[src/hdl/tcb_pkg.sv]
package tcb_pkg;

//////////////////////////////////////////////////
// bus dimensions
//////////////////////////////////////////////////

  // byte address width
  localparam int unsigned tcb_adr_w = 16;

  // bytes per data word
  localparam int unsigned tcb_bew = 4;

  // data word width
  localparam int unsigned tcb_dat_w = 32;

  // address bits selecting a byte inside a word
  localparam int unsigned tcb_off_w = $clog2(tcb_bew);

  // byte offset inside a word
  typedef logic [tcb_off_w-1:0] tcb_off_t;

//////////////////////////////////////////////////
// transfer size
//////////////////////////////////////////////////

  // log2 of the byte count
  typedef logic [1:0] tcb_siz_t;

  // legal sizes
  localparam tcb_siz_t tcb_siz_b = 2'd0;
  localparam tcb_siz_t tcb_siz_h = 2'd1;
  localparam tcb_siz_t tcb_siz_w = 2'd2;
  // value 3 is never supported

//////////////////////////////////////////////////
// reference mode request and response
//////////////////////////////////////////////////

  // payload right aligned in wdt
  typedef struct packed {
    logic                 wen;
    // 0 little endian, 1 big endian
    logic                 ndn;
    tcb_siz_t             siz;
    logic [tcb_adr_w-1:0] adr;
    logic [tcb_dat_w-1:0] wdt;
  } tcb_req_t;

  // payload right aligned, upper bytes zero
  typedef struct packed {
    logic [tcb_dat_w-1:0] rdt;
    // error status
    logic                 sts;
  } tcb_rsp_t;

//////////////////////////////////////////////////
// memory mode request
//////////////////////////////////////////////////

  // word aligned address, data in lane positions
  typedef struct packed {
    logic                 wen;
    logic [tcb_adr_w-1:0] adr;
    logic [tcb_bew-1:0]   ben;
    logic [tcb_dat_w-1:0] wdt;
  } tcb_mem_req_t;

endpackage

[src/hdl/tcb_align_check.sv]
`timescale 1ns/10ps

module tcb_align_check
  import tcb_pkg::*;
(
  input  logic     clk,
  input  logic     rst_n,
  // subordinate side facing the manager
  input  logic     up_vld,
  input  tcb_req_t up_req,
  output logic     up_rdy,
  output logic     up_rsp_vld,
  output tcb_rsp_t up_rsp,
  // misaligned or oversize request presented
  output logic     mal,
  // manager side facing the converter
  output logic     dn_vld,
  output tcb_req_t dn_req,
  input  logic     dn_rdy,
  input  logic     dn_rsp_vld,
  input  tcb_rsp_t dn_rsp
);

  // error response content
  localparam tcb_rsp_t err_rsp = '{rdt: '0, sts: 1'b1};

  // upstream transfer
  logic up_trn;

  // pending error response
  logic err_vld;

//////////////////////////////////////////////////
// alignment decode
//////////////////////////////////////////////////

  // same decode for reads and writes
  always_comb begin
    case (up_req.siz)
      // single bytes are always aligned
      tcb_siz_b: mal = 1'b0;
      // half word needs even address
      tcb_siz_h: mal = up_req.adr[0];
      // word needs both low bits clear
      tcb_siz_w: mal = |up_req.adr[1:0];
      // size 3 is unsupported
      default:   mal = 1'b1;
    endcase
  end

//////////////////////////////////////////////////
// request forwarding
//////////////////////////////////////////////////

  // bad requests use the same ready as good ones
  assign up_rdy = dn_rdy;
  assign up_trn = up_vld & up_rdy;

  // only aligned requests go downstream
  assign dn_vld = up_vld & ~mal;
  assign dn_req = up_req;

//////////////////////////////////////////////////
// error response
//////////////////////////////////////////////////

  // one cycle after a rejected transfer
  always_ff @(posedge clk) begin
    if (!rst_n) begin
      err_vld <= 1'b0;
    end else begin
      err_vld <= up_trn & mal;
    end
  end

//////////////////////////////////////////////////
// response merge
//////////////////////////////////////////////////

  // single request stream
  // so error and memory responses never overlap
  assign up_rsp_vld = dn_rsp_vld | err_vld;

  always_comb begin
    if (err_vld) begin
      up_rsp = err_rsp;
    end else begin
      up_rsp = dn_rsp;
    end
  end

endmodule

[config.mk]
export PLATFORM = sky130hd
export DESIGN_NAME = tcb_align_check
export DESIGN_NICKNAME = d
export VERILOG_FILES = /design/src/hdl/tcb_pkg.sv /design/src/hdl/tcb_align_check.sv
export SDC_FILE = /design/constraint.sdc
export NUM_CORES = 1
export LEC_CHECK = 0
export BUFFER_PORTS_ARGS = -buffer_cell sky130_fd_sc_hd__buf_2
export CAP_MARGIN = 30
export CORE_AREA = 2 2 69 71
export CTS_CLUSTER_SIZE = 25
export DETAILED_ROUTE_END_ITERATION = 10
export DIE_AREA = 0 0 71 73
export GPL_ROUTABILITY_DRIVEN = 0
export SLEW_MARGIN = 20
export SYNTH_ARGS = -nofsm -noshare
export SYNTH_HDL_FRONTEND = slang
export SYNTH_SLANG_ARGS = --single-unit
[constraint.sdc]
create_clock -name clk -period 1.15 [get_ports clk]
set_input_delay 0.1725 -clock clk [delete_from_list [all_inputs] [get_ports clk]]
set_output_delay 0.1725 -clock clk [all_outputs]
set_load 0.05 [all_outputs]
# After elaboration in Yosys (flattened, before gate mapping)
# Index checks and enable logic that the tools add are counted.
[op_classes] muxes=2 n_eq_ne=2 n_reduce_logical=2 n_bitwise=5
[ops] operator="two-way mux 33 bit" count=1
[ops] operator="bitwise AND 1 bit" count=3
[ops] operator="case mux 1 bit (3 select lines)" count=1
[ops] operator="== test 2 x 1 -> 1 bit, second input constant" count=1
[ops] operator="== test 2 bit, second input constant" count=1
[ops] operator="zero test 2 bit" count=1
[ops] operator="OR reduction 2 bit" count=1
[ops] operator="inverter 1 bit" count=1
[ops] operator="bitwise OR 1 bit" count=1
[word_totals] input_bits=90 reg_bits=1 output_inout_bits=89 elab_cells=12

# Depth between registers and ports, before layout
[depth] word_depth=4 ltp_mapped=2 mapped_depth_nobuf=2

# Least setup slack after synthesis
# OpenSTA, ideal clock, no wires.
[synth_timing] path_kind="register to output" startpoint="register err_vld" endpoint="output up_rsp[10] (netlist bit)" slack_ns=-0.244 arrival_time_ns=1.221 path_stages_with_launch=3 required_time_ns=0.978 path_buffers=1 path_cell_list="dfxtp_1 > buf_2 > nor2b_1"
[synth_lines] item="start: declaration" line="tcb_align_check.sv:31" text="logic err_vld;"
[synth_lines] item="start signal: assignment" line="tcb_align_check.sv:72" text="err_vld <= up_trn & mal;"
[synth_lines] item="end: declaration" line="tcb_align_check.sv:13" text="output tcb_rsp_t up_rsp,"

# Final worst setup path
[layout_timing] startpoint="input up_req[32] (netlist bit)" endpoint="output dn_vld"
[layout_via] elab_chain_cells=4
[layout_rtl] item="start: declaration" line="tcb_align_check.sv:10" text="input tcb_req_t up_req,"
[layout_rtl] item="OR reduction 2 bit" line="tcb_align_check.sv:45" text="tcb_siz_w: mal = |up_req.adr[1:0];"
[layout_rtl] item="case mux 1 bit (3 select lines) (*)" line="tcb_align_check.sv:39" text="case (up_req.siz)"
[layout_rtl] item="inverter 1 bit (*)" line="tcb_align_check.sv:60" text="assign dn_vld = up_vld & ~mal;"
[layout_rtl] item="bitwise AND 1 bit (*)" line="tcb_align_check.sv:60"
[layout_rtl] item="end: declaration" line="tcb_align_check.sv:17" text="output logic dn_vld,"
# Mark *: on every way between the ends. The rest lies on a longest branch, timed or not.

==> results.sh <==
export IMPL_outcome="finished, final reports clean"
export IMPL_yosysWarnings=0
export IMPL_drive_above_1_share_pct=74.4
export IMPL_worstSetupEndpointType="output pin"
export IMPL_hold_class="in2out"
export IMPL_period_share_pct=93.8
export IMPL_place_port_buffers=82
export IMPL_antenna_found_initial=0
export IMPL_dp_slack_ns=-0.0506
export IMPL_dpl_cell_count=179
export IMPL_syn_to_final_growth_pct=14.8
export IMPL_hold_path_endpoint="dn_req[14]"
export IMPL_holdPathStages=0
export IMPL_viasPerCell=3.39
export IMPL_grt_pass1_wl_mm=2.15
export IMPL_syn_area_per_cell_um2=7.04
export IMPL_grt_overflow=0
export IMPL_power_leakage_nw=0.457
export IMPL_fin_cells=179
export IMPL_setup_tns_ns=0
export IMPL_pin_count=179
export IMPL_hold_ws_ns=0.345
export IMPL_dpl_cell_area_um2=777
export IMPL_fillers=516
export IMPL_synth_sequential_area_ratio_pct=2.93
export IMPL_n_antenna_cell=0
export IMPL_route_antenna_remaining_nets=0
export IMPL_finalCriticalPeriod_ns=1.08
export IMPL_path_max_fanout=3
export IMPL_power_density_nw_per_um2=758
export IMPL_drc=0
export IMPL_start_util_pct=15.1
export IMPL_grt_pass1_vias=481
export IMPL_largest_register="err_vld"
export IMPL_synthCells=97
export IMPL_firstDrtPassIters=2
export IMPL_synth_net_count=187
export IMPL_synthesis_area_um2=683
export IMPL_ir_worst_vdd_uv=125
export IMPL_fin_ws_ns=0.0710
export IMPL_top_regs="err_vld (1)"
export IMPL_track_usage_pct=4.98
export IMPL_dieArea_um2=5180
export IMPL_total_power_uw=595
export IMPL_largest_reg_flops=1
export IMPL_place_hpwl_mm=1.50
export IMPL_arrival_ns=0.91
export IMPL_final_common_cell="buf_2"
export IMPL_required_ns=0.98
export IMPL_synth_distinct_cells=11
export IMPL_start_kind="input port"
export IMPL_finalSetupViolCount=0
export IMPL_rsz0062_at_grt="false"
export IMPL_coreArea_um2=4540
export IMPL_critPathKind="in2out"
export IMPL_fin_area_um2=785
export IMPL_post_cts_buffers=0
export IMPL_grt_max_degree=26
export IMPL_fin_nets=217
export IMPL_finalHoldViolations=0
export IMPL_num_vias=607
export IMPL_die_w_um=71
export IMPL_slew_headroom_pct=82.9
export IMPL_worst_pin_slew_ns=0.258
export IMPL_hold_start="up_req[14]"
export IMPL_fmax_ghz=0.927
export IMPL_ctsHoldBuffers=0
export IMPL_max_cap_violations=0
export IMPL_wire_per_inst_um=9.31
export IMPL_drt_iter0_markers=5
export IMPL_die_height_um=73
export IMPL_ys_seq_elements=1
export IMPL_maxSlewViolCount=0
export IMPL_post_route_util_pct=17.3
export IMPL_placementRows=25
export IMPL_wl_mm=1.67
export IMPL_mostFrequentLayoutCells="81 x buf_2, 24 x nor2b_1, 8 x nor2b_2"
[worst max path at each step]
| stage | cells after the start | slack, ns | end | start |
|---|---|---|---|---|
| floorplan | 2 | -0.24 | up_rsp[10] | err_vld$_SDFF_PN0_ |
| global placement | 4 | -0.04 | dn_vld | up_req[48] |
| detailed placement | 4 | -0.05 | dn_vld | up_req[48] |
| CTS | 4 | 0.02 | dn_vld | up_req[32] |
| global route | 4 | 0.003 | dn_vld | up_req[48] |
| finish | 4 | 0.07 | dn_vld | up_req[32] |
[final cells by class]
class / instances / area, um^2 / area share, %
flip-flops and latches: 1 / 20.0 / 2.55
repair buffers: 84 / 428 / 54.5
well taps: 54 / 67.6 / 8.61
multi-input cells: 40 / 269 / 34.3
[critical path, stage by stage]
cell and delay (ns):
buf_2 0.11, a21oi_1 0.23, o21a_1 0.17, clkbuf_4 0.22
[power by group]
part	leakage, nW	internal [mW]	total, mW	switching [mW]
clock network	0	0	0	0
logic	0.449	0.153	0.558	0.405
registers	0.00815	0.0366	0.0371	0.000571
[cells in the mapped netlist]
library cell,instances,area (um^2)
buf_4,53,398
nor2b_1,32,200
buf_2,2,10.0
nor3_1,2,10.0
or2_1,2,12.5
a21oi_1,1,5.00
buf_6,1,11.3
dfxtp_1,1,20.0
nand3_1,1,5.00
nor2_1,1,3.75
o21a_1,1,7.51
[per-layer routing]
layer | vias to the layer above | track usage [%] | routed length [um]
met3 | 22 | 4.70 | 425
met1 | 221 | 4.12 | 479
met2 | 65 | 6.85 | 627
met5 | - | 0 | 0
li1 | 299 | - | -
met4 | 0 | 4.82 | 133
[cell families (layout without fill, tap and decap cells)]
family,Yosys count,in the layout,synth area share (%)
buffers and inverters,56,84,61.4
AND/OR/NAND/NOR,38,38,33.9
AO/OA/AOI/OAI,2,2,1.83
flip-flops,1,1,2.93
[repair_timing]
action | in CTS | in global routing
pin swaps | 0 | 0
resized for setup | 1 | 1
setup endpoints to repair | 1 | 1
(Power assumes the default switching activity.)
