### config.mk
export PLATFORM = sky130hd
export DESIGN_NAME = tcb_lib_converter
export DESIGN_NICKNAME = d
export VERILOG_FILES = /design/src/hdl/tcb_pkg.sv /design/src/hdl/tcb_lib_converter.sv
export SDC_FILE = /design/constraint.sdc
export NUM_CORES = 1
export LEC_CHECK = 0
export BUFFER_PORTS_ARGS = -buffer_cell sky130_fd_sc_hd__buf_2
export CORE_ASPECT_RATIO = 1.25
export CORE_MARGIN = 8
export CORE_UTILIZATION = 29
export CTS_BUF_LIST = sky130_fd_sc_hd__clkbuf_16
export CTS_CLUSTER_DIAMETER = 40
export DETAILED_ROUTE_END_ITERATION = 7
export GPL_TIMING_DRIVEN = 0
export SLEW_MARGIN = 10
export SYNTH_ARGS = -nofsm -noshare
export SYNTH_HDL_FRONTEND = slang
export SYNTH_SLANG_ARGS = --single-unit
### constraint.sdc
create_clock -name clk -period 6.4 [get_ports clk]
set_clock_uncertainty 0.2 [all_clocks]
set_input_delay 0.32 -clock clk [delete_from_list [all_inputs] [get_ports clk]]
set_output_delay 0.32 -clock clk [all_outputs]
set_load 0.005 [all_outputs]
### src/hdl/tcb_pkg.sv
package tcb_pkg;

//////////////////////////////////////////////////
// bus dimensions
//////////////////////////////////////////////////

  // byte address width
  localparam int unsigned tcb_adr_w = 16;

  // bytes per data word
  localparam int unsigned tcb_bew = 4;

  // data word width
  localparam int unsigned tcb_dat_w = 32;

  // address bits selecting a byte inside a word
  localparam int unsigned tcb_off_w = $clog2(tcb_bew);

  // byte offset inside a word
  typedef logic [tcb_off_w-1:0] tcb_off_t;

//////////////////////////////////////////////////
// transfer size
//////////////////////////////////////////////////

  // log2 of the byte count
  typedef logic [1:0] tcb_siz_t;

  // legal sizes
  localparam tcb_siz_t tcb_siz_b = 2'd0;
  localparam tcb_siz_t tcb_siz_h = 2'd1;
  localparam tcb_siz_t tcb_siz_w = 2'd2;
  // value 3 is never supported

//////////////////////////////////////////////////
// reference mode request and response
//////////////////////////////////////////////////

  // payload right aligned in wdt
  typedef struct packed {
    logic                 wen;
    // 0 little endian, 1 big endian
    logic                 ndn;
    tcb_siz_t             siz;
    logic [tcb_adr_w-1:0] adr;
    logic [tcb_dat_w-1:0] wdt;
  } tcb_req_t;

  // payload right aligned, upper bytes zero
  typedef struct packed {
    logic [tcb_dat_w-1:0] rdt;
    // error status
    logic                 sts;
  } tcb_rsp_t;

//////////////////////////////////////////////////
// memory mode request
//////////////////////////////////////////////////

  // word aligned address, data in lane positions
  typedef struct packed {
    logic                 wen;
    logic [tcb_adr_w-1:0] adr;
    logic [tcb_bew-1:0]   ben;
    logic [tcb_dat_w-1:0] wdt;
  } tcb_mem_req_t;

endpackage

### src/hdl/tcb_lib_converter.sv
`timescale 1ns/10ps

module tcb_lib_converter
  import tcb_pkg::*;
(
  input  logic               clk,
  input  logic               rst_n,
  // reference mode subordinate port
  input  logic               sub_vld,
  input  tcb_req_t           sub_req,
  output logic               sub_rdy,
  output logic               sub_rsp_vld,
  output tcb_rsp_t           sub_rsp,
  // memory mode manager port
  output logic               man_vld,
  output tcb_mem_req_t       man_req,
  input  logic               man_rdy,
  input  logic               man_rsp_vld,
  input  logic [tcb_dat_w-1:0] man_rdt
);

  // data words as byte arrays
  logic [tcb_bew-1:0][7:0] sub_wdt;
  logic [tcb_bew-1:0][7:0] man_wdt;
  logic [tcb_bew-1:0][7:0] man_rdb;
  logic [tcb_bew-1:0][7:0] sub_rdt;

  // per lane write select and activity
  tcb_off_t           req_sel [tcb_bew];
  logic [tcb_bew-1:0] req_act;

  // per payload byte read select and activity
  tcb_off_t           rsp_sel [tcb_bew];
  logic [tcb_bew-1:0] rsp_act;

  // attributes kept for the response
  tcb_off_t rsp_off;
  tcb_siz_t rsp_siz;
  logic     rsp_ndn;

//////////////////////////////////////////////////
// request handshake and address
//////////////////////////////////////////////////

  // memory decides acceptance
  assign man_vld = sub_vld;
  assign sub_rdy = man_rdy;

  assign man_req.wen = sub_req.wen;
  // drop offset bits for a word address
  assign man_req.adr = {sub_req.adr[tcb_adr_w-1:tcb_off_w], {tcb_off_w{1'b0}}};

//////////////////////////////////////////////////
// write lane steering
//////////////////////////////////////////////////

  // lane i carries payload byte sel
  always_comb begin
    int off;
    int cnt;
    off = int'(sub_req.adr[tcb_off_w-1:0]);
    cnt = 1 << sub_req.siz;
    for (int i = 0; i < tcb_bew; i++) begin
      // n lanes starting at the offset
      req_act[i] = (i >= off) && (i < off + cnt);
      if (sub_req.ndn) begin
        // big endian reverses bytes inside the span
        req_sel[i] = tcb_off_t'(off + cnt - 1 - i);
      end else begin
        req_sel[i] = tcb_off_t'(i - off);
      end
    end
  end

  assign sub_wdt = sub_req.wdt;

  // idle lanes carry zero
  always_comb begin
    for (int i = 0; i < tcb_bew; i++) begin
      man_wdt[i] = req_act[i] ? sub_wdt[req_sel[i]] : 8'h00;
    end
  end

  assign man_req.ben = req_act;
  assign man_req.wdt = man_wdt;

//////////////////////////////////////////////////
// attributes for the response path
//////////////////////////////////////////////////

  // captured at each transfer
  always_ff @(posedge clk) begin
    if (!rst_n) begin
      rsp_off <= '0;
      rsp_siz <= tcb_siz_b;
      rsp_ndn <= 1'b0;
    end else if (sub_vld & sub_rdy) begin
      rsp_off <= sub_req.adr[tcb_off_w-1:0];
      rsp_siz <= sub_req.siz;
      rsp_ndn <= sub_req.ndn;
    end
  end

//////////////////////////////////////////////////
// read lane steering
//////////////////////////////////////////////////

  // payload byte k comes from lane sel
  always_comb begin
    int off;
    int cnt;
    off = int'(rsp_off);
    cnt = 1 << rsp_siz;
    for (int k = 0; k < tcb_bew; k++) begin
      // bytes above the size read as zero
      rsp_act[k] = k < cnt;
      if (rsp_ndn) begin
        rsp_sel[k] = tcb_off_t'(off + cnt - 1 - k);
      end else begin
        rsp_sel[k] = tcb_off_t'(off + k);
      end
    end
  end

  assign man_rdb = man_rdt;

  always_comb begin
    for (int k = 0; k < tcb_bew; k++) begin
      sub_rdt[k] = rsp_act[k] ? man_rdb[rsp_sel[k]] : 8'h00;
    end
  end

  // memory never reports an error
  assign sub_rsp_vld = man_rsp_vld;
  assign sub_rsp.rdt = sub_rdt;
  assign sub_rsp.sts = 1'b0;

endmodule

; Word level (Yosys, flattened, before mapping)
; Cells that the tools add are included.
[word_totals]
ff_bits = 5
latch_bits = 0
mem_bits_rw = 0
mem_bits_ro = 0
in_bits = 89
out_inout_bits = 89
word_cells = 77
n_memories = 0
[classes]
n_addsub = 17
multipliers = 0
n_div = 0
magnitude_cmp = 19
eq_ne = 0
shift = 2
muxes = 32
n_bitwise = 1
reduce_logical = 3
[op_table]
columns = op, n
row1 = binary-select mux 8 bit (select 2 bit), 8
row2 = "less-than comparator 3 x 32 -> 1 bit, first input constant", 4
row3 = 2-to-1 mux 8 bit, 16
row4 = "less-than comparator 1 x 32 -> 1 bit, first input constant", 2
row5 = "less-than comparator 2 x 32 -> 1 bit, first input constant", 2
row6 = "<< shifter 1 x 2 -> 32 bit, first input constant", 2
row7 = adder 3 x 32 -> 32 bit, 1
row8 = "less-than comparator 2 x 3 -> 1 bit, second input constant", 8
row9 = 2-to-1 mux 2 bit, 8
row10 = "subtractor 2 bit, second input constant", 6
row11 = "adder 2 bit, second input constant", 2
row12 = "greater-or-equal comparator 1 x 2 -> 1 bit, first input constant", 2
row13 = "subtractor 1 x 2 -> 2 bit, first input constant", 2
row14 = "subtractor 2 x 1 -> 2 bit, second input constant", 2
row15 = "subtractor 2 bit, first input constant", 2
row16 = logical AND 1 bit, 3
row17 = "adder 2 x 1 -> 2 bit, second input constant", 1
row18 = adder 2 bit, 1
row19 = "greater-or-equal comparator 2 bit, first input constant", 1
row20 = AND 1 bit, 1

; Depth between registers and ports, before layout
[depth]
depth_word = 8
depth_mapped = 9
mapped_depth_nobuf = 8

; Worst setup path before layout
; No wires, ideal clock.
[synth_path]
path_kind = register to output
start = register rsp_siz[1]
end = output sub_rsp[10] (netlist bit)
arrival_ns = 2.340
required_time_ns = 5.880
slack_ns = 3.540
stages_incl_launch_ff = 10
cell_sequence = dfxtp_1 nor2_1 inv_1 ha_1 xnor2_1 xnor3_1 a21oi_2 buf_2 mux2_2 nor2_1
[synth_rtl]
columns = item, line
row1 = from (decl), tcb_lib_converter.sv:38  ; tcb_siz_t rsp_siz;
row2 = from (signal assigned), tcb_lib_converter.sv:95  ; rsp_siz <= tcb_siz_b;
row3 = from (signal assigned), tcb_lib_converter.sv:99  ; rsp_siz <= sub_req.siz;
row4 = to (decl), tcb_lib_converter.sv:13  ; output tcb_rsp_t sub_rsp,

==> metrics <==
DRC=0; layout cells sized above 1=0.480; DR pass1 iterations=4; maxcap violations=0; r2r setup slk=5.44 ns; Final Hold Viols=0; H-tree Lvls=1; number of fill cells=817; root buf cell=clkbuf_16; Max Fclk=0.276 GHz; Primary FF master, synth=dfxtp_1; clk sinks=5; CTS hold repair buffers=0; most instantiated library cell after synthesis=mux2i_1; crit-path max cell delay=0.49 ns; PD cells=between 100 and 150 nW/um2; Startpoint Class=flip-flop; worst-path cell chain=nor2_1 -> inv_1 -> ha_1 -> xnor2_1 -> xnor3_1 -> a21oi_2 -> buf_2 -> mux2_2 -> nor2_1 -> buf_2; Placer Congestion=0.861; Max Root-Sink Buffers=2; sw frac=0.405; clock group share of total power=0.232; Core Region=7790 um2; post-synthesis compound-gate area fraction=0.177; Final Critical Period=3.62 ns; Synth cell types=35; Worst VDD drop=between 0.1 and 0.15 mV; outcome=completed; final total power=0.000436 W; slowest cell on the critical path=nor2_1; post-DP HPWL=7.55 mm; post-cts sizing count=0; share of the synthesized area in the top cell type=0.287; first-pass GRT wire length=13.1 mm; Avg Cell Area, Syn=7.87 um2; Synth Area in Adders=0.0461; I/O Pins=178; # rows=36; Die H=116 um; Worst Path Arrival=3.10 ns; ys async rst share=0; Cell Area, Placed=3250 um2; Pleak=1.93 nW; starting density of the core=0.300; Final Net Count=558; Final Util=0.427; DR iter-0 viols=74; total negative slack=0 ns; DR vias/cell=4.88; area of the multi-input gates=1950 um2; Post-Synth Simple-Gate Area=0.181; Synth Area in XOR/XNOR=0.0209; relative slew slack=0.458; post-CTS setup buffer count=0; vias in the first global route=about 2800; Clock transition at path regs=0.03 ns; Num CTS Buffers=3; initial antenna violation count=0; die width=96.3 um; # diodes=0; crit end category=output pin; largest net degree at the start of global routing=11; total wire length=8.66 mm; Mapped Area=2340 um2; setup violators final=0; antenna viol nets, final=0; routed len/inst=15.6 um; WP data required=5.88 ns; Logic pwr share=0.688; TritonCTS clock tree=done; total grt overflow=0; synthesized flop and latch total=5; sequential share of power=0.080; Syn Inst Count=297; WS Path Type=reg2out; PortBufs=157; Clock Latency Late Sink=0.23 ns; RSZ-0062 raised after global routing=no; top post-synthesis cells by area=mux2i_1 29%, a211oi_1 11%, mux2_2 9.6%; largest family of logic cells by synthesized area=multiplexers; period utilisation layout=0.566; Slew Viols, Final=0; Finished Cell Area=3330 um2; gr usage total=0.141; EDFF count, synth=0; Layout area overhead=42.4%; post-synthesis sequential area ratio=0.0428; most frequent cells after synthesis=67 x mux2i_1, 42 x nor2_1, 33 x a211oi_1, 22 x buf_4, 20 x mux2_2; area leader, netlist=mux2i_1; Warnings, synthesis=0; mux cell area share after synthesis=0.408; vias after detailed routing=2710; Die ar.=11200 um2; Max FO, Critical Path=10; slew at the pin closest to its max-slew limit=0.813 ns; P_int=0.000259 W; Switch Pwr=0.000177 W; Min-Delay Path Class=in2reg; Register Area=100 um2
-- critical path, delay by kind of cell, from the launching register on --
family,cells,cell delay (ns)
adder cells (fa/ha/maj),1,0.32
XOR/XNOR,2,0.40
buffers and inverters,3,0.54
multiplexers,1,0.37
flip-flops,1,0.37
AND/OR/NAND/NOR,2,0.58
AO/OA/AOI/OAI,1,0.28
-- kinds of logic (layout without fill, tap and decap cells) --
group / Yosys count / in the layout
other cells: 1 / 3
flops: 5 / 5
fa+ha+maj: 8 / 8
compound gates: 52 / 52
mux: 92 / 92
simple gates: 87 / 87
buf+inv: 48 / 209
xor+xnor: 4 / 4
-- path summary, 6_finish.rpt --
path | depth (start not counted) | end | from
hold reg to reg | 2 | rsp_siz[0]$_SDFFE_PN0P_ | rsp_siz[0]$_SDFFE_PN0P_
hold / removal | 2 | rsp_ndn$_SDFFE_PN0P_ | rst_n
setup reg to reg | 2 | rsp_siz[1]$_SDFFE_PN0P_ | rsp_siz[1]$_SDFFE_PN0P_
setup / recovery | 10 | sub_rsp[9] | rsp_siz[1]$_SDFFE_PN0P_
-- state kept, by name (all words and copies together) (netlist names) --
name	cells
rsp_ndn	1
rsp_off	2
rsp_siz	2
-- placed cells by master (no fill, tap or decap), types with 2 or more instances in the layout --
cell,instances
buf_2,166
mux2i_1,67
nor2_1,42
a211oi_1,33
buf_4,22
mux2_2,20
nor2b_1,16
inv_1,11
nand3_1,8
nand2_1,8
and2_1,8
ha_1,7
a21boi_0,6
clkbuf_1,5
mux2_1,5
dfxtp_1,5
xnor2_1,3
conb_1,3
clkbuf_16,3
a21oi_2,2
buf_6,2
o21a_1,2
nand4_1,2
o31ai_4,2
-- cell type report --
class	count	share of cell area
Sequential cell	5	0.0301
Clock buffer	3	0.0226
Buffer	38	0.0756
Tap cell	95	0.0357
Multi-Input combinational cell	246	0.587
Timing Repair Buffer	157	0.236
Clock inverter	1	0.00113
Inverter	10	0.0113
-- routing by layer --
layer	wire [um]	track usage	vias up
met5	0	0	-
met4	44	0.0206	0
met3	804	0.0270	5
met2	4490	0.273	104
met1	3320	0.154	1220
li1	-	-	1381
-- power by group through the flow --
stage          clock (W)  sequential (W)  combinational (W)
2_1_floorplan          0       0.0000349           0.000188
3_3_place_gp           0       0.0000353           0.000299
3_5_place_dp           0       0.0000354           0.000302
4_1_cts         0.000104       0.0000350           0.000303
5_1_grt         0.000106       0.0000353           0.000330
6_report        0.000101       0.0000349           0.000300
-- stage by stage --
| step | cells | hold WS (ns) | setup WS, ns |
|---|---|---|---|
| floorplan | 299 | 0.257 | 3.54 |
| global placement | 551 | 0.279 | 2.91 |
| detailed placement | 551 | 0.283 | 2.93 |
| CTS | 555 | 0.181 | 2.72 |
| global route | 555 | 0.187 | 2.49 |
| finish | 555 | 0.180 | 2.78 |
Note: power is estimated with default switching activity, not from simulation.
